## src/hdl/bus_pkg.sv

```systemverilog
package bus_pkg;

    ////////////////////////////////////////
    // bus widths

    localparam int ADDR_W = 16;
    localparam int DATA_W = 8;

    ////////////////////////////////////////
    // transaction types

    // one bit, read is zero like the 6502 rw line inverted
    typedef enum logic
    {
        OP_READ  = 1'b0,
        OP_WRITE = 1'b1
    } bus_op_t;

    // host command, 25 bits
    typedef struct packed
    {
        bus_op_t             op;
        logic [ADDR_W-1:0]   addr;
        logic [DATA_W-1:0]   data;
    } bus_cmd_t;

    // response, data is read value or echo of the write
    typedef struct packed
    {
        bus_op_t             op;
        logic [ADDR_W-1:0]   addr;
        logic [DATA_W-1:0]   data;
    } bus_rsp_t;

    ////////////////////////////////////////
    // address map

    // ram 0000-1fff
    localparam logic [ADDR_W-1:0] RAM_TOP       = 16'h1FFF;
    // keyboard / display port d010-d013
    localparam logic [ADDR_W-1:0] IO_BASE       = 16'hD010;
    // nothing decoded
    localparam logic [DATA_W-1:0] UNMAPPED_DATA = 8'hFF;

    // port register offsets
    localparam logic [1:0] IO_KBD   = 2'd0;
    localparam logic [1:0] IO_KBDCR = 2'd1;
    localparam logic [1:0] IO_DSP   = 2'd2;
    localparam logic [1:0] IO_DSPCR = 2'd3;

endpackage

```

## src/hdl/io_port.sv

```systemverilog
`timescale 1ns/10ps

module io_port (
    input  logic       clk25,
    input  logic       pwr_up_reset,
    input  logic       sel,
    input  logic       we,
    input  logic [1:0] addr,
    input  logic [7:0] wdata,
    output logic [7:0] rdata,
    output logic [7:0] led
);
    import bus_pkg::*;

    logic [7:0] kbd_data;
    logic       kbd_ready;
    logic [7:0] dsp_count;

    ////////////////////////////////////////
    // register writes

    always_ff @(posedge clk25)
    begin
        if (!pwr_up_reset)
        begin
            kbd_data  <= '0;
            kbd_ready <= 1'b0;
            led       <= '0;
            dsp_count <= '0;
        end
        else if (sel)
        begin
            if (we && (addr == IO_KBD))
            begin
                kbd_data  <= wdata;
                kbd_ready <= 1'b1;
            end
            // reading the key acknowledges it
            else if (!we && (addr == IO_KBD))
                kbd_ready <= 1'b0;

            if (we && (addr == IO_DSP))
            begin
                led       <= wdata;
                // wraps at 256
                dsp_count <= dsp_count + 1'b1;
            end
        end
    end

    ////////////////////////////////////////
    // registered read mux

    always_ff @(posedge clk25)
    begin
        case (addr)
            IO_KBD:   rdata <= kbd_data;
            IO_KBDCR: rdata <= {kbd_ready, 7'b0};
            IO_DSP:   rdata <= led;
            IO_DSPCR: rdata <= dsp_count;
            default:  rdata <= UNMAPPED_DATA;
        endcase
    end

endmodule

```

## config.mk

```make
export PLATFORM = sky130hd
export DESIGN_NAME = io_port
export DESIGN_NICKNAME = d
export VERILOG_FILES = /design/src/hdl/bus_pkg.sv /design/src/hdl/io_port.sv
export SDC_FILE = /design/constraint.sdc
export NUM_CORES = 1
export LEC_CHECK = 0
export BUFFER_PORTS_ARGS = -buffer_cell sky130_fd_sc_hd__buf_4
export CELL_PAD_IN_SITES_DETAIL_PLACEMENT = 0
export CELL_PAD_IN_SITES_GLOBAL_PLACEMENT = 1
export CORE_ASPECT_RATIO = 1.4
export CORE_MARGIN = 3
export CORE_UTILIZATION = 38
export CTS_BUF_LIST = sky130_fd_sc_hd__clkbuf_4 sky130_fd_sc_hd__clkbuf_8
export CTS_CLUSTER_SIZE = 25
export DETAILED_ROUTE_END_ITERATION = 8
export GPL_TIMING_DRIVEN = 0
export PLACE_DENSITY = 0.84
export SLEW_MARGIN = 0
export SYNTH_ARGS = -nofsm -noshare
export SYNTH_HDL_FRONTEND = slang
export SYNTH_SLANG_ARGS = --single-unit
export TNS_END_PERCENT = 5
```

## constraint.sdc

```tcl
create_clock -name clk25 -period 1.1 [get_ports clk25]
set_input_delay 0 -clock clk25 [delete_from_list [all_inputs] [get_ports clk25]]
set_output_delay 0 -clock clk25 [all_outputs]
set_load 0.01 [all_outputs]
```

Yosys cells after proc, flatten, opt, wreduce, memory -nomap -nowiden
Index checks and enable logic that the tools add are counted.
- equal/unequal tests: 3
- mux-type cells: 3
- reduce and logical (&&, ||, !) cells: 9
- add/sub/neg operators: 1
- operator list (kind ; count):
    8-bit one-hot mux with 4 select lines ; 1
    8-bit by 1-bit adder with 8-bit output, second input constant ; 1
    2-bit AND reduction ; 3
    2-bit equality test, second input constant ; 2
    1-bit logical AND ; 3
    2-bit by 1-bit equality test with 1-bit output, second input constant ; 1
    2-bit zero test ; 1
    1-bit 2-to-1 mux ; 2
    2-bit nonzero test ; 1
    1-bit zero test ; 1
- logic and storage cells: 21
- input bits: 14
- register bits: 33

Longest topological paths before layout
- depth in word-level cells: 4
- gate-level depth with buffers: 5
- mapped depth without buffers: 4

Least setup slack after synthesis
OpenSTA, ideal clock, no wires.
- path kind: reg-to-reg
- start: reg dsp_count[0]
- end: reg dsp_count[6]
- setup time: 0.071 ns
- slack: -0.129 ns
- cell stages (with the launch flop): 5
- data required time: 1.029 ns
- clock period less this slack: 1.229 ns
- arrival time: 1.159 ns
- cell sequence: dfxtp_1 > ha_1 > nand2_1 > or4_1 > a21oi_1
- word-level cells in the longest chain between the ends: 1
- ends and longest elaborated chain (what ; RTL line ; RTL):
    start: declaration ; io_port.sv:17 ; logic [7:0] dsp_count;
    start signal: assignment ; io_port.sv:46 ; dsp_count <= dsp_count + 1'b1;
    8-bit by 1-bit adder with 8-bit output ; io_port.sv:46 ;
No other way between the ends.
A chain may end at the register's enable or synchronous reset.

Worst setup path in the final report
Ends and elaborated chain as after synthesis.

==> impl.org <==
** Run status
- The run finished, with violations left.
- The final reports fail on hold timing, setup timing.

** STA
- Final max-slew violation count :: 0
- Final critical path time including I/O delays and setup :: 1.18 ns
- RSZ-0062 raised after global routing :: true
- Worst hold-check slack :: -0.0336 ns
- Summed negative setup slack over all endpoints :: -0.268 ns
- The number of hold violations in the final report came to 2.
- Normalized max-slew margin :: 0.603
- Between clock sinks in the finished design, the worst skew comes to between 0.006 and 0.007 ns.
- Derived from the worst setup path, the maximum achievable clock frequency is 850 MHz.
- Final Setup Violations :: 5
- Part of the cycle the worst path needs :: 1.07
- Worst-Margin Slew :: ~0.60 ns
- After layout, the worst setup slack is -0.0763 ns.

** Finish
- Count of placed standard cells in the final layout, fillers left out :: between 200 and 250
- Number of nets in the finished design :: just under 200
- In the final layout, the multi-input gates occupy 676 µm².
- Across the whole layout, storage elements account for 676 µm².
- Counting the fill cells in the layout gives 290.
- 0 antenna diodes ended up in the layout.
- From synthesis to final layout, the design area changed by 44.9%.
- Design Area, Final :: roughly 0.0019 mm²
- In the layout the commonest cells are buf_4 (36), dfxtp_1 (27), nand2_1 (20).
- Leaving out fill and tap cells, the most frequent cell in the layout is buf_4.
- For this run, the share of the core covered by cells in the final layout is 0.595.
- Of the cells placed in the final design, the portion with a size suffix greater than 1 is 0.404.

** Critical path
- Worst setup path category :: reg -> reg
- Crit-path max cell delay :: between 0.4 and 0.5 ns
- Total buffers and inverters traversed by the critical path :: 0
- STA classifies the critical path endpoint as a flip-flop.
- Slowest cell on the critical path :: or4_4
- In this design, the largest share of critical-path delay is due to simple AND/OR/NAND/NOR gates.
- Crit-path max FO :: 4
- Data arrival time at the worst-slack endpoint :: 1.40 ns
- Worst reg2reg setup slack :: -0.08 ns
- The signal on the critical path passes through ha_4 -> nand2_2 -> or4_4 -> a21oi_2.
- Required time reported for the critical path endpoint :: around 1.3 ns
- STA classifies the critical path startpoint as a flip-flop.

** Die
- Initial core utilization :: 0.411
- Overall die area :: roughly 0.0043 mm²
- In this run the core area contains 24 standard-cell rows.
- Measured along the y axis, the die boundary spans ~76 µm.
- The total area inside the core boundary comes to 0.00324 mm².
- In this run the horizontal extent of the chip is between 50 and 60 µm.
- During I/O placement, the number of pins put on the boundary was 30.

** Placed design
- Pre-CTS setup slack :: -0.138 ns
- Post-detailed-placement half-perimeter wirelength :: 2.19 mm
- Input and output buffers added on the ports amount to 29.
- Routability congestion estimate :: ~0.83
- The number of placed instances, taps included, is 200.
- In this run the cell area measured after placement is 0.00163 mm².

** Clock network
- Number of clock buffers inserted by TritonCTS :: 5
- Clock root buffer :: clkbuf_8
- TritonCTS built the clock tree.
- Maximum root-to-sink buffer count :: 2
- Level count of the clock H-tree :: 2
- Total of hold buffers inserted after clock tree synthesis :: 8
- Clock slew at reported path FFs :: 0.07 ns
- CTS sink count :: 33
- For the worst-skew pair, the clock arrives at the later sink with an insertion delay of ~0.29 ns.

** Yosys
- In the synthesized netlist, the number of instances is between 100 and 150.
- Synth top area share :: 0.496
- Number of register bits inferred by synthesis :: 33
- Counting distinct cell types in the post-synthesis netlist gives 27.
- Yosys printed 0 warnings.
- Synth area leader :: dfxtp_1
- Fraction of the yosys area taken by sequential cells :: 0.496
- The number of nets in the synthesized netlist is around 150.
- Yosys attributes the largest share of cell area to dfxtp_1 (50%), mux2i_1 (6.8%), mux2_2 (5.9%).
- Netlist area before placement :: roughly 0.0013 mm²
- After synthesis, the mean cell area works out to between 10 and 15 µm².

** Power and ir drop
- For this design the total switching power over the nets is roughly 0.00056 W.
- The share of total power dissipated in combinational logic is 0.074.
- Of the total power, registers draw 0.441.
- Proportion of total power due to net switching :: 0.200
- For this design the static power due to leakage is 0.777 nW.
- In this run the power density over the cells is roughly 1400 mW/mm².
- Int Power :: around 0.0022 W
- Worst vdd rail ir drop :: approximately 1.2 mV
- Clock group share of total power :: 0.485

** Route
- # DRC :: 0
- Antenna-violating nets left :: 0
- Before antenna repair, the detailed router went through 4 iterations.
- Via count :: 1166
- After detailed routing, the average wire length per cell comes to about 15 µm.
- Dividing the detail-routed via count by the number of cells gives around 5.3.
- Post-Route WL :: around 3.3 mm
- First-iteration detailed-routing DRC count :: 25

** Job
- Max-capacitance violation count :: 0

** Global route
- In the global route stage, overall resource usage came out at 0.160.
- The first global-routing pass estimated 5.18 mm of wire.
- Global routing finished with a remaining overflow of 0.
- Largest net degree at the start of global routing :: 12
- Number of antenna violations at the first check in global routing :: 0
- Number of global-route vias before repair :: about 1100

** Hold path
- The worst hold path belongs to the class in -> reg.
[path summary, 6_finish.rpt]
kind | cells after the start | startpoint | endpoint
max | 4 | dsp_count[0] | dsp_count[6]
min reg2reg | 2 | led[5] | led[5]
min | 2 | pwr_up_reset | kbd_ready
max reg2reg | 4 | dsp_count[0] | dsp_count[6]
[stage by stage]
stage	hold WS (ns)	total power (W)
after floorplan	0.118	0.00134
after global placement	0.244	0.00142
after detailed placement	0.255	0.00143
after CTS	-0.0428	0.00280
after global routing	-0.0349	0.00287
final	-0.0336	0.00277
[layout make-up]
| class | instances | share of cell area |
|---|---|---|
| buffer | 7 | 0.0220 |
| clock buffer | 5 | 0.0356 |
| clock inverter | 3 | 0.0337 |
| inverter | 2 | 0.00389 |
| multi-input combinational | 90 | 0.350 |
| sequential | 33 | 0.350 |
| tap | 39 | 0.0253 |
| timing repair buffer | 43 | 0.180 |
[per-layer routing]
| metal | global-route usage | share of wire | up-vias |
|---|---|---|---|
| met5 | 0 | 0 | - |
| met4 | 0.0784 | 0.012 | 0 |
| met3 | 0.0492 | 0.058 | 5 |
| met2 | 0.274 | 0.51 | 35 |
| met1 | 0.174 | 0.41 | 555 |
| li1 | - | - | 571 |
[registers in the layout, summed over array words and instances (netlist names)]
name / cells
rdata: 8
led: 8
kbd_ready: 1
dsp_count: 8
kbd_data: 8
[timing repair]
action                                  4_1_cts  5_1_grt
gates resized for setup                       8        6
endpoints found under the setup margin        4        5
buffers inserted                              5        1
pin swaps                                     5        4
hold endpoints to repair                     18        2
[cells in the mapped netlist]
cell and number:
buf_6 1, nand3_1 2, mux2i_1 9, buf_2 1
o31ai_1 4, a22o_1 7, nor2_2 1, inv_1 2
clkbuf_1 3, nand2b_1 1, o21a_1 1, a21oi_1 14
nand2_1 21, dfxtp_1 33, a21boi_0 1, ha_1 1
mux2_2 7, buf_4 2, xnor2_1 1, nand4b_4 1
and4b_4 1, or4_1 4, nor4bb_1 1, a21o_1 1
nor2_1 9, mux4_2 1, nand4_1 2
[cell families (layout without fill, tap and decap cells)]
kind of cell	count (synthesis)	in the layout	share of synthesized area
simple gates	43	43	0.169
flops	33	33	0.496
compound gates	28	28	0.138
mux	17	17	0.144
buf+inv	9	60	0.0376
fa+ha+maj	1	1	0.00939
xor+xnor	1	1	0.00657
[power by group through the flow]
stage	clock [W]	combinational, W	sequential, W
2_1_floorplan	0	0.0000826	0.00125
3_3_place_gp	0	0.000176	0.00125
3_5_place_dp	0	0.000180	0.00125
4_1_cts	0.00138	0.000207	0.00122
5_1_grt	0.00142	0.000223	0.00122
6_report	0.00134	0.000206	0.00122
Note: power is estimated with default switching activity, not from simulation.
