### src/hdl/sys_pkg.sv
package sys_pkg;

    ////////////////////////////////////////
    // timing

    // one cpu tick every 25 clk25 cycles
    localparam int CLKEN_DIV   = 25;
    localparam int CLKEN_W     = $clog2(CLKEN_DIV);

    // ticks of held reset after release
    localparam int RESET_TICKS = 8;
    localparam int TICK_W      = $clog2(RESET_TICKS + 1);

    ////////////////////////////////////////
    // sizing

    // queue depth and initial host credits
    localparam int CMD_CREDITS = 4;
    localparam int QPTR_W      = $clog2(CMD_CREDITS);
    localparam int QCNT_W      = $clog2(CMD_CREDITS + 1);

    // 4 x 2k banks cover 0000-1fff
    localparam int RAM_BANKS   = 4;
    localparam int BANK_AW     = 11;
    localparam int BANK_SEL_W  = $clog2(RAM_BANKS);

endpackage

### src/hdl/clock_reset_gen.sv
`timescale 1ns/10ps

module clock_reset_gen (
    input  logic clk25,
    input  logic pwr_up_reset,
    output logic cpu_clken,
    output logic sys_ready
);
    import sys_pkg::*;

    ////////////////////////////////////////
    // clock enable

    logic [CLKEN_W-1:0] clk_div;

    // wraps at div-1, enable pulses on count zero
    always_ff @(posedge clk25)
    begin
        if (!pwr_up_reset)
        begin
            clk_div   <= '0;
            cpu_clken <= 1'b0;
        end
        else
        begin
            if (clk_div == CLKEN_W'(CLKEN_DIV - 1))
                clk_div <= '0;
            else
                clk_div <= clk_div + 1'b1;
            cpu_clken <= (clk_div == '0);
        end
    end

    ////////////////////////////////////////
    // power-up reset sequencer

    logic [TICK_W-1:0] tick_cnt;

    // count enable ticks, stop at the limit
    always_ff @(posedge clk25)
    begin
        if (!pwr_up_reset)
        begin
            tick_cnt  <= '0;
            sys_ready <= 1'b0;
        end
        else if (cpu_clken && (tick_cnt != TICK_W'(RESET_TICKS)))
        begin
            tick_cnt <= tick_cnt + 1'b1;
            // last held tick, ready on the next cycle
            if (tick_cnt == TICK_W'(RESET_TICKS - 1))
                sys_ready <= 1'b1;
        end
    end

endmodule

### config.mk
export PLATFORM = sky130hd
export DESIGN_NAME = clock_reset_gen
export DESIGN_NICKNAME = d
export VERILOG_FILES = /design/src/hdl/sys_pkg.sv /design/src/hdl/clock_reset_gen.sv
export SDC_FILE = /design/constraint.sdc
export NUM_CORES = 1
export LEC_CHECK = 0
export ABC_AREA = 1
export ABC_CLOCK_PERIOD_IN_PS = 1400
export BUFFER_PORTS_ARGS = -buffer_cell sky130_fd_sc_hd__buf_2
export CAP_MARGIN = 20
export CORE_AREA = 4 4 41 43
export DETAILED_ROUTE_END_ITERATION = 8
export DIE_AREA = 0 0 45 47
export MAX_ROUTING_LAYER = met4
export PLACE_DENSITY_LB_ADDON = 0.25
export SETUP_SLACK_MARGIN = 0.4
export SLEW_MARGIN = 20
export SYNTH_ARGS = -nofsm -noshare
export SYNTH_HDL_FRONTEND = slang
export SYNTH_SLANG_ARGS = --single-unit
### constraint.sdc
create_clock -name clk25 -period 1.4 [get_ports clk25]
set_clock_uncertainty 0.2 [all_clocks]
set_input_delay 0.28 -clock clk25 [delete_from_list [all_inputs] [get_ports clk25]]
set_output_delay 0.28 -clock clk25 [all_outputs]
set_load 0.005 [all_outputs]
# Yosys cells after proc, flatten, opt, wreduce, memory -nomap -nowiden
# Index checks and enable logic that the tools add are counted.
word_totals:
  in_bits: 2
  output_inout_bits: 2
  ff_bits: 11
  elab_cells: 14
classes:
  n_eq_ne: 3
  n_reduce_logical: 4
  n_bitwise: 1
  add_sub_neg: 2
ops:
  columns: ["op", "n"]
  rows:
  - ["$add A5 B1 Y5 const B", 1]
  - ["$eq A5 B5 Y1 const B", 1]
  - ["$logic_not A5 Y1", 1]
  - ["$add A4 B1 Y4 const B", 1]
  - ["$eq A4 B3 Y1 const B", 1]
  - ["$ne A4 B4 Y1 const B", 1]
  - ["$reduce_and A2 Y1", 1]
  - ["$reduce_or A2 Y1", 1]
  - ["$logic_and A1 B1 Y1", 1]
  - ["$not A1 Y1", 1]

# Longest topological paths before layout
# Gate-level depths: netlist of run 1.
logic_depth:
  word_depth: 3
  depth_mapped: 7
  ltp_nobuf: 7

# Worst setup path before layout of run 1
# No wires, ideal clock.
synth_path:
  path_type: "register to register"
  from: "register tick_cnt[0]"
  to: "register tick_cnt[0]"
  required_time_ns: 1.087
  synth_period_minus_slack_ns: 1.239
  setup_slack_ns: 0.161
  n_path_buf: 0
  setup_ns: 0.113
  path_stages_with_launch: 7
  arrival_ns: 0.925
  cell_sequence: "dfxtp_1 inv_1 ha_1 nand3_2 nand2_2 o21ai_1 nor2_1"
synth_between:
  elab_chain_cells: 2
  elab_cells_between_ends: 3
  cone_classes: "add/sub (1); eq/ne (1); reduce/logical (1)"
synth_lines:
  columns: ["element", "line_no", "rtl"]
  rows:
  - ["start: declaration", "clock_reset_gen.sv:37", "logic [TICK_W-1:0] tick_cnt;"]
  - ["start signal: assignment", "clock_reset_gen.sv:49", "tick_cnt <= tick_cnt + 1'b1;"]
  - ["parallel branches: the longest is 2 deep, another holds $add A4 B1 Y4", null, null]
# Several ways; the timed one is not identified.
# A chain may end at the register's enable or synchronous reset.

# Worst setup path in the final report of run 1
# Ends and elaborated chain as after synthesis.

==> key figures, run 1 <==
STA
  • Final hold vios: 0
  • Relative slew slack: around nine tenths
  • Unrepaired setup endpoints after global routing: yes
  • Total negative setup slack: 0 ns
  • # setup viols final: 0
  • Fmax: 806.1 MHz
  • Worst Tran Pin Value: about 0.18 ns
  • Period minus WS final: 1.240 ns
  • Slew Viols, Final: 0
  • Fin crit share: 88.61%

Synthesis
  • Async set or reset register ratio after synthesis: 0%
  • Fraction of synthesized area in multiplexers: 0%
  • Register bit total from synthesis: 11
  • Sequential fraction of the synthesis area: just over 40%
  • Area leader, netlist: dfxtp_1
  • EDFF count, synth: 0
  • Syn_nets: 78
  • Synth unique cells: 18
  • Avg Inst Size Synth: about 7.5 um^2
  • Top cells by count, synth: nand2_1 (14), dfxtp_1 (11), inv_1 (11)
  • Synth area leaders: dfxtp_1 (41%), nand2_1 (9.8%), ha_1 (9.3%)
  • Mapped Area: 536.8 um^2
  • Ys Warns: 0
  • Post-Synth Adder-Cell Area: about a tenth
  • Synth Area in Compound Gates: 7.925%
  • Most common cell in the netlist: nand2_1
  • Synth top area share: 41.03%
  • Syn Inst Count: 72
  • Xor/xnor cell area share of the yosys netlist: 0%
  • Synth Area in Simple Gates: 31.24%
  • Largest family of logic cells by synthesized area: simple AND/OR/NAND/NOR gates
  • Main synth FF type: dfxtp_1

Worst setup path
  • FF-to-FF path depth: 6
  • RR Startpoint: tick_cnt[0]
  • End of the critical path: tick_cnt[0]
  • Critical path class: flip-flop to flip-flop
  • Crit Path Max Fanout: 4
  • Reg2reg setup slack: roughly 0.16 ns
  • Reg2Reg Capture Point: tick_cnt[0]
  • Worst setup EP type: flip-flop
  • Crit path cell chain: inv_4, ha_4, nand3_4, nand2_4, o21ai_2, nor2_1
  • Worst setup startpoint: tick_cnt[0]
  • Critical path startpoint category: flip-flop
  • Worst EP arrival: 1.20 ns
  • Max incr delay on CP: 0.39 ns
  • CP Data Required Time: 1.36 ns
  • CP max-delay cell: dfxtp_4

CTS
  • CTS tree: yes
  • Reg clk slew, reported paths: 0.07 ns
  • Clock root buffer: clkbuf_4
  • Max Buffers Root-to-Sink: 2
  • Worst-skew pair later-pin latency: ~0.26 ns
  • Hold Buf Count CTS: 0
  • Cts bufs inserted: 3
  • CTS Sinks: 11
  • H-tree depth: 1

Finish
  • Nets@finish: 91
  • Layout Cells excl Fill: between 90 and 100
  • N_diodes: 0
  • Layout cell share with drive strength beyond 1: 47.62%
  • Area delta synth->final: 42.19%

Global routing
  • Gr ovfl total: 0
  • Initial antenna violation count: 0
  • Largest net degree at the start of global routing: 7
  • Vias in the first global route: 480
  • GRT Util Overall: approximately 13%
  • First-pass GRT wire length: 1835 um

Pwr
  • Total power: roughly 700 uW
  • Sw Share: between 20% and 30%
  • Logic pwr share: 20.1%
  • Peak supply drop: 0.6261 mV
  • Internal: roughly 500 uW
  • Clock share of power: 29.7%
  • Sequential Power Share: 50.2%
  • Pwr dens: around 930 nW/um^2
  • Sw power: 196.1 uW
  • Leak: 0.2989 nW

Floorplanning
  • Height of the die: around 47 um
  • FP Rows: 13
  • Die area: 2115 um^2
  • Die Width: 45 um
  • I/O pins: 4
  • Initial Utilization: approximately two fifths
  • Core area: 1301 um^2

Routing
  • Final ANT Viol Nets: 0
  • Vias per cell: 4.697
  • DRT Wirelength: 1079 um
  • Vias: 465
  • WL per Instance: 10.90 um
  • Drt first pass iters: 2
  • Initial DRC Count: 2
  • DRC: 0

Placed design
  • DP HPWL: 742.1 um
  • # port buffers: 3
  • DP Cell Count: 90
  • GP Congestion: 0.7770

Worst hold path
  • Hold Crit Class: input pin to flip-flop

Job
  • Max-Cap Viols: 0

Outcome
  • Status: complete, no violations
## cells in the final DEF, fill, tap and decap left out, types with 2 or more instances in the layout
master	count
ha_4	4
dfxtp_4	5
nand2_4	2
or2_0	2
clkbuf_4	3
inv_1	7
nor2_1	7
nor2_2	2
a21oi_1	3
inv_4	3
inv_2	5
dfxtp_1	5
buf_4	5
nand4_1	2
nand3_1	3
nand2_1	13
buf_2	2
## worst max-delay path, delay by kind of cell (launching register included)
| kind | cells | cell delay, ns |
|---|---|---|
| simple gates | 3 | 0.21 |
| compound gates | 1 | 0.13 |
| fa+ha+maj | 1 | 0.16 |
| buf+inv | 1 | 0.05 |
| flops | 1 | 0.39 |
## power by group through the flow
stage / clock network, mW / registers, mW / logic (mW)
finish: 0.210 / 0.356 / 0.142
global route: 0.240 / 0.359 / 0.158
CTS: 0.217 / 0.353 / 0.131
detailed placement: 0 / 0.358 / 0.0930
global placement: 0 / 0.357 / 0.0867
floorplan: 0 / 0.355 / 0.0710
## per-stage QoR
| stage | cell area (um^2) | hold WS, ns | utilization (%) | setup WS (ns) |
|---|---|---|---|---|
| after detailed placement | 611.8 | 0.2344 | 47.02 | 0.1512 |
| after global routing | 763.2 | 0.1028 | 58.65 | 0.1044 |
| after CTS | 732.0 | 0.1076 | 56.25 | 0.1626 |
| final | 763.2 | 0.1242 | 58.65 | 0.1595 |
| after global placement | 611.8 | 0.2258 | 47.02 | 0.1894 |
| after floorplan | 578.1 | 0.2057 | - | 0.2512 |
## timing repair
action                                  4_1_cts  5_1_grt
resized for setup                            18        5
pin swaps                                     2        1
endpoints found under the setup margin       13       13
setup buffers                                 4        1
## logic make-up (layout without fill, tap and decap cells)
group	count (synthesis)	after routing
DFF	11	11
buffers and inverters	15	27
adders and majority gates	4	4
AOI/OAI and AO/OA	7	7
and+or+nand+nor	35	35
## routing by layer
| layer | part of all wire, % | GRT usage, % |
|---|---|---|
| met1 | 39 | 11.14 |
| met2 | 55 | 24.29 |
| met3 | 4.5 | 5.747 |
| met4 | 0.56 | 3.509 |
| met5 | 0 | - |
## registers in the layout, indices dropped and copies added, names as in the netlist
name       cells
clk_div        5
tick_cnt       4
cpu_clken      1
sys_ready      1
## area by class of cell
type,count,area [um^2]
Fill cell,123,538.0
Multi-Input combinational cell,46,355.3
Sequential cell,11,240.2
Inverter,15,63.81
Timing Repair Buffer,8,58.81
Clock buffer,4,26.28
Tap cell,15,18.77
## how the worst min path moves through the flow
stage                       from           to  slack (ns)  cells after the start
finish              pwr_up_reset  tick_cnt[3]        0.12                      3
global route        pwr_up_reset  tick_cnt[0]        0.10                      3
CTS                 pwr_up_reset  tick_cnt[0]        0.11                      3
detailed placement    clk_div[0]   clk_div[0]        0.23                      1
global placement      clk_div[0]   clk_div[0]        0.23                      1
floorplan           pwr_up_reset  tick_cnt[2]        0.21                      2
Power figures use the tool's default switching activity.
==> run 2: changes to the inputs <==
- ABC_CLOCK_PERIOD_IN_PS: 1400 -> 1020
- GPL_TIMING_DRIVEN: default -> 0
- clock period: 1.4 -> 1.02 ns (I/O delays scaled with it)
==> key figures, run 2 (synthesized netlist as in run 1, its figures left out) <==
Outcome
  • Status: finished with violations
  • Failing checks: negative setup slack

Finish
  • Layout cell share with drive strength beyond 1: 49.40% (+1.8 points)
  • Fillcell total: 129 (+4.9%)
  • N_diodes: 0 (unchanged)
  • Area delta synth->final: 38.69%
  • Most frequent cells in the layout: nand2_1 (11), inv_2 (8), nor2_1 (7)
  • Largest register by flop count: clk_div
  • Biggest regs: clk_div (5), tick_cnt (4)
  • Nets@finish: 90 (-1.1%)
  • Leading cell type in the layout, fill and taps excluded: nand2_1
  • Layout Utilization: 57.21% (-1.4 points)
  • Max reg flops: 5 (unchanged)

CTS
  • Cts bufs inserted: 3 (unchanged)
  • Reg clk slew, reported paths: 0.07 ns (about the same)
  • Clock root buffer: clkbuf_4
  • CTS Sinks: 11 (unchanged)
  • Max Buffers Root-to-Sink: 2 (unchanged)
  • CTS tree: yes
  • Worst-skew pair later-pin latency: 0.28 ns (+0.02 ns)
  • H-tree depth: 1 (unchanged)

Global routing
  • Largest net degree at the start of global routing: 7 (unchanged)
  • Initial antenna violation count: 0 (unchanged)
  • GRT Util Overall: 13.16% (+0.42 points)
  • Vias in the first global route: 443 (-7.7%)
  • Gr ovfl total: 0 (unchanged)
  • First-pass GRT wire length: 1814 um (-1.1%)

Worst setup path
  • Critical path startpoint category: flip-flop
  • Max incr delay on CP: 0.34 ns (-0.05 ns)
  • CP Data Required Time: 1.00 ns (-0.36 ns)
  • Worst EP arrival: 1.23 ns (+0.03 ns)
  • Crit path cell chain: inv_2, ha_4, nand2_4, o21ai_4, nor2_1, nand2_1, inv_1
  • Crit Path Max Fanout: 5 (+1)
  • Critical path class: flip-flop to flip-flop
  • Worst setup EP type: flip-flop
  • CP max-delay cell: dfxtp_2

Placed design
  • DP HPWL: 657.2 um (-11%)
  • Pre-CTS WS: -0.2126 ns (-0.3638 ns)
  • GP Congestion: 0.7057 (-9.2%)
  • # port buffers: 3 (unchanged)

Floorplanning
  • FP Rows: 13 (unchanged)
  • Height of the die: 47 um (unchanged)
  • Initial Utilization: 41.25% (unchanged)
  • Core area: 1301 um^2 (unchanged)
  • Die Width: 45 um (unchanged)
  • I/O pins: 4 (unchanged)
  • Die area: 2115 um^2 (unchanged)

Pwr
  • Pwr dens: 1312 nW/um^2 (+41%)
  • Peak supply drop: 0.6482 mV (+3.5%)
  • Leak: 0.2909 nW (-2.7%)

Job
  • Max-Cap Viols: 0 (unchanged)

Routing
  • Vias: 471 (+1.3%)
  • Drt first pass iters: 3 (+1)
  • DRT Wirelength: 1010 um (-6.4%)
  • DRC: 0 (unchanged)
  • Initial DRC Count: 4 (+2)
  • WL per Instance: 10.31 um (-5.4%)
  • Vias per cell: 4.806 (+2.3%)
  • Final ANT Viol Nets: 0 (unchanged)

STA
  • Setup WS post-layout: -0.2245 ns (-0.3840 ns)
  • Worst Tran Pin Value: 0.1882 ns (+0.01189 ns)
  • Worst hold slack: 0.01152 ns (-0.1127 ns)
  • Fin crit share: 122.0% (+33 points)
  • Total negative setup slack: -1.917 ns (-1.917 ns)
  • Fmax: 803.5 MHz (-0.32%)
  • Period minus WS final: 1.245 ns (+0.004042 ns)
  • Slew Viols, Final: 0 (unchanged)
  • Unrepaired setup endpoints after global routing: yes
  • Relative slew slack: 87.34% (-0.81 points)
  • # setup viols final: 12 (+12)
  • Final hold vios: 0 (unchanged)

Worst hold path
  • Hold Crit Class: input pin to flip-flop
[run 2: per-stage QoR]
step           area (um^2)  cells  power (mW)
2_1_floorplan        583.1     72      0.5846
3_3_place_gp         616.8     90      0.6093
3_5_place_dp         616.8     90      0.6135
4_1_cts              711.9     96      0.9556
5_1_grt              744.5     98       1.038
6_report             744.5     98      0.9768
[run 2: final cells by class]
type	instances	area, um^2	area share [%]
timing repair buffer	7	61.31	8.235
clock buffer	4	26.28	3.529
sequential	11	235.2	31.60
multi-input combinational	46	344.1	46.22
inverter	15	58.81	7.899
tap	15	18.77	2.521
[run 2: where the power goes]
part           total [mW]  switching [mW]  internal, mW
combinational       0.186          0.0924        0.0933
clock               0.306           0.154         0.152
sequential          0.485          0.0293         0.455
[run 2: layer usage]
layer	track usage (%)	share of wire, %
met5	-	0
met4	8.772	2.3
met3	4.598	4.0
met2	20.90	52
met1	13.72	42
[run 2: worst paths after layout]
path	slack, ns	cells past startpoint	from	endpoint
max	-0.22	7	clk_div[0]	clk_div[3]
max reg2reg	-0.22	7	clk_div[0]	clk_div[3]
min	0.01	3	pwr_up_reset	tick_cnt[0]
min reg2reg	0.25	1	clk_div[0]	clk_div[0]
[run 2: what timing repair did]
| action | 4_1_cts | 5_1_grt |
|---|---|---|
| setup buffers | 2 | 2 |
| pin swaps | 6 | 5 |
| gates resized for setup | 12 | 7 |
| setup endpoints to repair | 13 | 13 |
| hold buffers | 0 | 0 |
[run 2: critical path, delay by kind of cell (launching register included)]
kind | cells | cell delay [ns]
adders and majority gates | 1 | 0.13
AOI/OAI and AO/OA | 1 | 0.20
DFF | 1 | 0.34
and+or+nand+nor | 3 | 0.18
buffers and inverters | 2 | 0.10
