<file path="src/hdl/bus_pkg.sv">
package bus_pkg;

    ////////////////////////////////////////
    // bus widths

    localparam int ADDR_W = 16;
    localparam int DATA_W = 8;

    ////////////////////////////////////////
    // transaction types

    // one bit, read is zero like the 6502 rw line inverted
    typedef enum logic
    {
        OP_READ  = 1'b0,
        OP_WRITE = 1'b1
    } bus_op_t;

    // host command, 25 bits
    typedef struct packed
    {
        bus_op_t             op;
        logic [ADDR_W-1:0]   addr;
        logic [DATA_W-1:0]   data;
    } bus_cmd_t;

    // response, data is read value or echo of the write
    typedef struct packed
    {
        bus_op_t             op;
        logic [ADDR_W-1:0]   addr;
        logic [DATA_W-1:0]   data;
    } bus_rsp_t;

    ////////////////////////////////////////
    // address map

    // ram 0000-1fff
    localparam logic [ADDR_W-1:0] RAM_TOP       = 16'h1FFF;
    // keyboard / display port d010-d013
    localparam logic [ADDR_W-1:0] IO_BASE       = 16'hD010;
    // nothing decoded
    localparam logic [DATA_W-1:0] UNMAPPED_DATA = 8'hFF;

    // port register offsets
    localparam logic [1:0] IO_KBD   = 2'd0;
    localparam logic [1:0] IO_KBDCR = 2'd1;
    localparam logic [1:0] IO_DSP   = 2'd2;
    localparam logic [1:0] IO_DSPCR = 2'd3;

endpackage

</file>
<file path="src/hdl/sys_pkg.sv">
package sys_pkg;

    ////////////////////////////////////////
    // timing

    // one cpu tick every 25 clk25 cycles
    localparam int CLKEN_DIV   = 25;
    localparam int CLKEN_W     = $clog2(CLKEN_DIV);

    // ticks of held reset after release
    localparam int RESET_TICKS = 8;
    localparam int TICK_W      = $clog2(RESET_TICKS + 1);

    ////////////////////////////////////////
    // sizing

    // queue depth and initial host credits
    localparam int CMD_CREDITS = 4;
    localparam int QPTR_W      = $clog2(CMD_CREDITS);
    localparam int QCNT_W      = $clog2(CMD_CREDITS + 1);

    // 4 x 2k banks cover 0000-1fff
    localparam int RAM_BANKS   = 4;
    localparam int BANK_AW     = 11;
    localparam int BANK_SEL_W  = $clog2(RAM_BANKS);

endpackage

</file>
<file path="src/hdl/host_bus_master.sv">
`timescale 1ns/10ps

module host_bus_master (
    input  logic                          clk25,
    input  logic                          pwr_up_reset,
    input  logic                          cpu_clken,
    input  logic                          sys_ready,
    input  logic                          cmd_valid,
    input  bus_pkg::bus_cmd_t             cmd,
    output logic [sys_pkg::RAM_BANKS-1:0] bank_sel,
    output logic                          io_sel,
    output logic                          bus_we,
    output logic [15:0]                   bus_addr,
    output logic [7:0]                    bus_wdata,
    output logic                          issue_valid,
    output bus_pkg::bus_cmd_t             issue_cmd
);
    import bus_pkg::*;
    import sys_pkg::*;

    typedef enum logic [1:0]
    {
        ST_IDLE,
        ST_ACCESS,
        ST_RETIRE
    } master_state_t;

    ////////////////////////////////////////
    // command queue

    bus_cmd_t          q_mem [CMD_CREDITS];
    logic [QPTR_W-1:0] wr_ptr;
    logic [QPTR_W-1:0] rd_ptr;
    logic [QCNT_W-1:0] q_count;
    logic              q_push;
    logic              q_pop;
    logic              q_full;
    logic              q_empty;
    bus_cmd_t          q_head;

    master_state_t     state;

    // host owns credits, so no full check here
    assign q_push  = cmd_valid && sys_ready;
    assign q_full  = (q_count == QCNT_W'(CMD_CREDITS));
    assign q_empty = (q_count == '0);
    assign q_head  = q_mem[rd_ptr];
    // one pop per idle tick
    assign q_pop   = (state == ST_IDLE) && cpu_clken && !q_empty;

    // storage, no reset
    always_ff @(posedge clk25)
    begin
        if (q_push)
            q_mem[wr_ptr] <= cmd;
    end

    // pointers wrap on power-of-two depth
    always_ff @(posedge clk25)
    begin
        if (!pwr_up_reset)
        begin
            wr_ptr  <= '0;
            rd_ptr  <= '0;
            q_count <= '0;
        end
        else
        begin
            if (q_push)
                wr_ptr <= wr_ptr + 1'b1;
            if (q_pop)
                rd_ptr <= rd_ptr + 1'b1;
            case ({q_push, q_pop})
                2'b10:   q_count <= q_count + 1'b1;
                2'b01:   q_count <= q_count - 1'b1;
                default: q_count <= q_count;
            endcase
        end
    end

    ////////////////////////////////////////
    // address decode of queue head

    logic                  ram_hit;
    logic                  io_hit;
    logic [BANK_SEL_W-1:0] bank_idx;

    assign ram_hit  = (q_head.addr <= RAM_TOP);
    assign io_hit   = (q_head.addr[15:2] == IO_BASE[15:2]);
    // bank from the bits above the bank address
    assign bank_idx = q_head.addr[BANK_AW +: BANK_SEL_W];

    ////////////////////////////////////////
    // bus cycle FSM

    // idle -> access for one cycle -> retire with issue pulse
    always_ff @(posedge clk25)
    begin
        if (!pwr_up_reset)
        begin
            state       <= ST_IDLE;
            bank_sel    <= '0;
            io_sel      <= 1'b0;
            bus_we      <= 1'b0;
            issue_valid <= 1'b0;
        end
        else
        begin
            case (state)
                ST_IDLE:
                begin
                    issue_valid <= 1'b0;
                    if (q_pop)
                    begin
                        bank_sel <= ram_hit ? (RAM_BANKS'(1) << bank_idx) : '0;
                        io_sel   <= io_hit;
                        // unmapped writes dropped
                        bus_we   <= (q_head.op == OP_WRITE) && (ram_hit || io_hit);
                        state    <= ST_ACCESS;
                    end
                end
                ST_ACCESS:
                begin
                    // selects held for just this cycle
                    bank_sel    <= '0;
                    io_sel      <= 1'b0;
                    bus_we      <= 1'b0;
                    issue_valid <= 1'b1;
                    state       <= ST_RETIRE;
                end
                default:
                begin
                    issue_valid <= 1'b0;
                    state       <= ST_IDLE;
                end
            endcase
        end
    end

    // payload copies of the popped command
    always_ff @(posedge clk25)
    begin
        if (q_pop)
        begin
            bus_addr  <= q_head.addr;
            bus_wdata <= q_head.data;
            issue_cmd <= q_head;
        end
    end

endmodule

</file>
<file path="config.mk">
export PLATFORM = sky130hd
export DESIGN_NAME = host_bus_master
export DESIGN_NICKNAME = d
export VERILOG_FILES = /design/src/hdl/bus_pkg.sv /design/src/hdl/sys_pkg.sv /design/src/hdl/host_bus_master.sv
export SDC_FILE = /design/constraint.sdc
export NUM_CORES = 1
export LEC_CHECK = 0
export BUFFER_PORTS_ARGS = -buffer_cell sky130_fd_sc_hd__buf_4
export CAP_MARGIN = 20
export CORE_UTILIZATION = 58
export CTS_BUF_LIST = sky130_fd_sc_hd__clkbuf_4
export DETAILED_ROUTE_END_ITERATION = 6
export PLACE_DENSITY = 0.85
export SLEW_MARGIN = 5
export SYNTH_ARGS = -nofsm -noshare
export SYNTH_HDL_FRONTEND = slang
export SYNTH_SLANG_ARGS = --single-unit
</file>
<file path="constraint.sdc">
create_clock -name clk25 -period 3.9 [get_ports clk25]
set_input_delay 0.39 -clock clk25 [delete_from_list [all_inputs] [get_ports clk25]]
set_output_delay 0.39 -clock clk25 [all_outputs]
set_load 0.02 [all_outputs]
</file>
# Word level (Yosys, flattened, before mapping)
# Memories as Yosys holds them, arrays and structs flattened. A register that Yosys moved wholly into a read port is not among the register bits.
# Index checks and enable logic that the tools add are counted.
# word_totals
output_inout_bits	56
ramBits	100
elab_cells	49
regBits	41
input_bits	30
mem_count	1
# memory_table
memory	depth	width	rd	rd_ports_with_merged_regs	wr	line_no	text
q_mem	4	25	1	1	1	host_bus_master.sv:31	bus_cmd_t q_mem [CMD_CREDITS];
# op_classes
n_mux	15
magnitude_cmp	1
n_reduce_logical	11
n_eq_ne	5
add_sub_neg	4
n_shift	1
# ops
op	n
$le A16 B13 Y1 const B	1
$eq A14 B14 Y1 const B	1
$mux W4	2
$pmux W4 S2	1
$mux W2	3
$pmux W3 S2	1
$mux W1	5
$add A2 B1 Y2 const B	2
$eq A2 B1 Y1 const B	2
$logic_and A1 B1 Y1	4
$pmux W1 S2	2
$pmux W2 S2	1
$reduce_bool A2 Y1	2
$shl A1 B2 Y4 const A	1
$add A3 B1 Y3 const B	1
$logic_not A3 Y1	1
$sub A3 B1 Y3 const B	1
$eq A2 B2 Y1 const B	1
$logic_not A2 Y1	1
$ne A2 B2 Y1 const B	1
$reduce_and A2 Y1	1
$logic_not A1 Y1	1
$logic_or A1 B1 Y1	1

# Longest topological paths before layout
# logic_depth
ltp_word	5
depth_mapped	8
depth_no_buf	8

# Worst setup path after synthesis
# Ideal clock, no wire load.
# synth_timing
path_type	input -> register
from	in cpu_clken
to	reg q_count[2]
t_required_ns	3.824
cell_stages	8
setup_ns	0.076
setup_slack_ns	0.402
arrival_time_ns	3.423
path_cell_list	or3b_1 -> nor2_1 -> ha_1 -> inv_1 -> fa_1 -> xor2_1 -> or3_1 -> a21boi_0
# synth_via
elab_chain_cells	4
word_cells_on_any_way	6
# synth_lines
item	line_no	text
from (decl)	host_bus_master.sv:6	input logic cpu_clken,
$logic_and A1 B1 Y1 (*) (2 in series)	host_bus_master.sv:49	assign q_pop = (state == ST_IDLE) && cpu_clken && !q_empty;
named net q_pop	host_bus_master.sv:36	logic q_pop;
$eq A2 B1 Y1 / $eq A2 B2 Y1 (equally long branches)	host_bus_master.sv:73	case ({q_push, q_pop})
$pmux W3 S2 / $reduce_bool A2 Y1 (equally long branches)	-	
to (signal assigned)	host_bus_master.sv:74	2'b10: q_count <= q_count + 1'b1;
to (signal assigned)	host_bus_master.sv:75	2'b01: q_count <= q_count - 1'b1;
to (signal assigned)	host_bus_master.sv:76	default: q_count <= q_count;
to (decl)	host_bus_master.sv:34	logic [QCNT_W-1:0] q_count;
# The timed path passes the listed nets; every way through them passes the cells marked *.
# A chain may end at the register's enable or synchronous reset.

==> report_table.html <==
<table>
<tr><th>Metric</th><th>Value</th></tr>
<tr><th colspan="2">Global route</th></tr>
<tr><td>Combined global-route utilization of all metal layers</td><td>19.9%</td></tr>
<tr><td>Via count of the first global-routing pass</td><td>2540</td></tr>
<tr><td>Residual overflow from global routing</td><td>0</td></tr>
<tr><td>First-pass GRT wire length</td><td>13600 um</td></tr>
<tr><td>Pin count of the biggest net entering global routing</td><td>30</td></tr>
<tr><td>Initial antenna violation count</td><td>0</td></tr>
<tr><th colspan="2">Synth</th></tr>
<tr><td>Number of flops mapped to enable cells by yosys</td><td>125</td></tr>
<tr><td>Yosys warning count</td><td>0</td></tr>
<tr><td>Synth Cell Area</td><td>0.00537 mm2</td></tr>
<tr><td>Post-synth top flop</td><td>edfxtp_1</td></tr>
<tr><td>Avg Synthesized Cell Area</td><td>20.4 um2</td></tr>
<tr><td>Number of instances in the synthesized netlist</td><td>264</td></tr>
<tr><td>Seq/Total Area, Yosys</td><td>76.6%</td></tr>
<tr><td>Number of distinct standard cells referenced by the synthesized netlist</td><td>35</td></tr>
<tr><td>Cell accounting for the most synthesized area</td><td>edfxtp_1</td></tr>
<tr><td>Cells taking the most area after synthesis</td><td>edfxtp_1, mux4_2, dfxtp_1, buf_4, ha_1</td></tr>
<tr><td>Area share of the leading cell type in the synthesized netlist</td><td>69.9%</td></tr>
<tr><td>Share of synthesized registers carrying an async set or reset</td><td>0%</td></tr>
<tr><td>Synthesized netlist net count</td><td>300</td></tr>
<tr><td>Flip-flop and latch count after synthesis</td><td>143</td></tr>
<tr><th colspan="2">Route</th></tr>
<tr><td>Avg WL per Cell</td><td>19.1 um</td></tr>
<tr><td>Residual antenna-violating net count after detailed routing</td><td>0</td></tr>
<tr><td>Vias per cell</td><td>5.62</td></tr>
<tr><td>Number of vias after detailed routing</td><td>2615</td></tr>
<tr><td>TritonRoute pass-1 iters</td><td>7</td></tr>
<tr><td>Final Routed Wirelength</td><td>8900 um</td></tr>
<tr><td>DRT iter0 DRCs</td><td>122</td></tr>
<tr><td># DRC</td><td>0</td></tr>
<tr><th colspan="2">Critical path</th></tr>
<tr><td>Data arrival time of the critical path</td><td>2830 ps</td></tr>
<tr><td>Logic depth of the worst register-to-register path</td><td>6</td></tr>
<tr><td>Required arrival time at the worst endpoint</td><td>4350 ps</td></tr>
<tr><td>Critical R2R Capture</td><td>bus_we</td></tr>
<tr><td>Critical Path Source Type</td><td>flip-flop</td></tr>
<tr><td>Critical setup path kind</td><td>flip-flop to flip-flop</td></tr>
<tr><td>Critical path peak fanout</td><td>13</td></tr>
<tr><td>Worst-case register-to-register setup slack</td><td>1520 ps</td></tr>
<tr><td>Endpoint kind of the worst setup timing path</td><td>flip-flop</td></tr>
<tr><th colspan="2">Final layout</th></tr>
<tr><td>Register cell area after layout</td><td>0.00412 mm2</td></tr>
<tr><td>Fraction of final layout cells sized beyond drive strength 1</td><td>43.1%</td></tr>
<tr><td>Fill count</td><td>549</td></tr>
<tr><td>Final cell count without fillers</td><td>465</td></tr>
<tr><td>Synth-to-Final Area Change</td><td>16.4%</td></tr>
<tr><td>Area of combinational cells with multiple inputs</td><td>0.00101 mm2</td></tr>
<tr><td>Final Net Count</td><td>380</td></tr>
<tr><td>Antenna diodes</td><td>0</td></tr>
<tr><th colspan="2">Clock network</th></tr>
<tr><td>TritonCTS clock tree</td><td>built</td></tr>
<tr><td>CTS clock-pin slew for the worst setup and hold paths</td><td>130 ps</td></tr>
<tr><td>Buffers from clock root to sink, at most</td><td>2</td></tr>
<tr><td>Clock tree root driver cell</td><td>clkbuf_4</td></tr>
<tr><td>Latest clock arrival within the worst-skew pair</td><td>500 ps</td></tr>
<tr><td>Num CTS Buffers</td><td>17</td></tr>
<tr><td>Post-cts repair resize count</td><td>0</td></tr>
<tr><td>Clock sink count</td><td>143</td></tr>
<tr><td>Max H-tree Level</td><td>4</td></tr>
<tr><td>Post-CTS Hold Fix Bufs</td><td>0</td></tr>
<tr><td>Post CTS Setup Buffer Count</td><td>0</td></tr>
<tr><th colspan="2">Die</th></tr>
<tr><td>Vertical die dimension</td><td>98.2 um</td></tr>
<tr><td>Number of placement rows</td><td>34</td></tr>
<tr><td>Effective utilization at floorplan</td><td>60.7%</td></tr>
<tr><td>Floorplan die area</td><td>0.00965 mm2</td></tr>
<tr><td>Number of I/O pins</td><td>86</td></tr>
<tr><td>Overall die width</td><td>98.2 um</td></tr>
<tr><td>Area of the placeable core</td><td>0.00885 mm2</td></tr>
<tr><th colspan="2">Timing</th></tr>
<tr><td>Worst hold margin</td><td>83.5 ps</td></tr>
<tr><td>Max-slew headroom at the worst pin</td><td>66.3%</td></tr>
<tr><td>Transition time of the tightest slew-check pin</td><td>501 ps</td></tr>
<tr><td>Top achievable clock speed</td><td>419 MHz</td></tr>
<tr><td>Final setup violation count</td><td>0</td></tr>
<tr><td>Total count of max-transition violations in the final report</td><td>0</td></tr>
<tr><td>Final-report hold violation count</td><td>0</td></tr>
<tr><td>Clock tree skew after final layout</td><td>18.1 ps</td></tr>
<tr><td>Aggregate negative setup slack</td><td>0 ps</td></tr>
<tr><td>Final Critical Period</td><td>2380 ps</td></tr>
<tr><td>Fin crit share</td><td>61.1%</td></tr>
<tr><td>Setup repair after global routing missed its margin</td><td>no</td></tr>
<tr><th colspan="2">Run status</th></tr>
<tr><td>Status</td><td>finished, final reports clean</td></tr>
<tr><th colspan="2">Min path</th></tr>
<tr><td>Worst Hold Path EP</td><td>q_mem[0][15]</td></tr>
<tr><td>Hold depth</td><td>1</td></tr>
<tr><td>Hold Startpoint</td><td>cmd[15]</td></tr>
<tr><td>Hold/Removal Path Class</td><td>primary input to flip-flop</td></tr>
<tr><th colspan="2">Run</th></tr>
<tr><td>Maximum capacitance violations</td><td>0</td></tr>
<tr><th colspan="2">Pwr</th></tr>
<tr><td>Peak supply drop</td><td>0.285 mV</td></tr>
<tr><td>Pwr dens</td><td>603 mW/mm2</td></tr>
<tr><td>P_leak</td><td>2.19 nW</td></tr>
<tr><th colspan="2">Placed design</th></tr>
<tr><td>Port-buffer cells</td><td>85</td></tr>
<tr><td>HPWL after DPL</td><td>5810 um</td></tr>
<tr><td>Global placer's final weighted congestion</td><td>0.685</td></tr>
<tr><td>Cell total after placement</td><td>433</td></tr>
</table>
-- critical path: stages (launching register included) --
cell and delay [ps]:
dfxtp_2 640, buf_4 360, mux4_2 560, nand4b_1 240
nor4_2 200, a41o_1 210, a22o_1 120
-- cell usage after synthesis (3+ instances only) --
cell / instances
o21ai_0: 3
buf_4: 24
and3_1: 4
nor2_1: 3
edfxtp_1: 125
dfxtp_1: 18
nand2_1: 10
mux4_2: 25
xor2_1: 3
ha_1: 5
inv_1: 6
and2_1: 6
-- final cells by class --
type,count,share of cell area [%]
timing repair buffer,92,11.0
clock inverter,14,2.28
inverter,7,0.420
sequential,143,65.8
multi-input combinational,83,16.2
tap,108,2.16
clock buffer,18,2.16
-- per-layer routing --
| metal | share of wire [%] | global-route usage, % | vias up |
|---|---|---|---|
| li1 | - | - | 1178 |
| met1 | 40 | 24.4 | 1315 |
| met2 | 55 | 33.9 | 113 |
| met3 | 5.0 | 6.30 | 9 |
| met4 | 0.69 | 6.43 | 0 |
| met5 | 0 | 0 | - |
-- layout by cell type (no fill, tap or decap), types with 2 or more instances in the layout --
cell        count
clkinvlp_4      5
o21ai_1         2
o21ai_0         3
inv_6           2
clkinv_1        2
inv_1           6
ha_1            5
and3_1          4
clkinv_2        3
xnor2_1         2
clkbuf_4       18
nand2_1        10
nor2_1          2
nor4_2          2
dfxtp_1        17
a32o_1          2
bufinv_16       2
a21boi_0        2
edfxtp_1      125
mux4_2         25
xor2_1          3
buf_4          92
nor3b_1         2
and2_1          6
-- worst max-delay path by stage --
stage | from | cells past startpoint | to | slack, ps
finish | flip-flop | 6 | bus_we | 1520
detailed placement | flip-flop | 6 | bus_we | 1490
global placement | flip-flop | 6 | bus_we | 1550
global route | flip-flop | 6 | bus_we | 1240
CTS | flip-flop | 6 | bus_we | 1460
floorplan | cpu_clken | 8 | q_count[2] | 400
-- stage by stage --
| stage | worst slack, ps | total power [mW] | util (%) | area [um2] |
|---|---|---|---|---|
| final | 1520 | 3.77 | 70.7 | 6260 |
| after global routing | 1240 | 3.94 | 70.7 | 6260 |
| after CTS | 1460 | 3.81 | 70.7 | 6260 |
| after detailed placement | 1490 | 2.92 | 67.6 | 5980 |
| after global placement | 1550 | 2.89 | 67.6 | 5980 |
| after floorplan | 402 | 2.66 | - | 5370 |
-- report_power, final --
group          leakage [nW]  internal [mW]  switching [mW]  total [mW]
Combinational         0.766          0.422           0.511       0.933
Sequential             1.28           1.85          0.0982        1.95
Clock                 0.138          0.386           0.507       0.893
Total                  2.19           2.65            1.12        3.77
-- logic make-up (layout without fill, tap and decap cells) --
kind of cell               after synthesis  in the layout  share of synthesized area [%]
adders and majority gates                6              6                           1.54
AOI/OAI and AO/OA                       11             11                           1.47
and+or+nand+nor                         36             36                           4.47
buffers and inverters                   38            131                           4.66
DFF                                    143            143                           76.6
xor gates and xnor gates                 5              5                          0.815
muxes                                   25             25                           10.5
-- sequential cells by signal (all words and copies together), names as in the netlist, named ones only --
name	cells
rd_ptr	2
bus_we	1
wr_ptr	2
io_sel	1
state	2
q_mem	100
issue_cmd	25
q_count	3
issue_valid	1
bank_sel	4
Note: power is estimated with default switching activity, not from simulation.
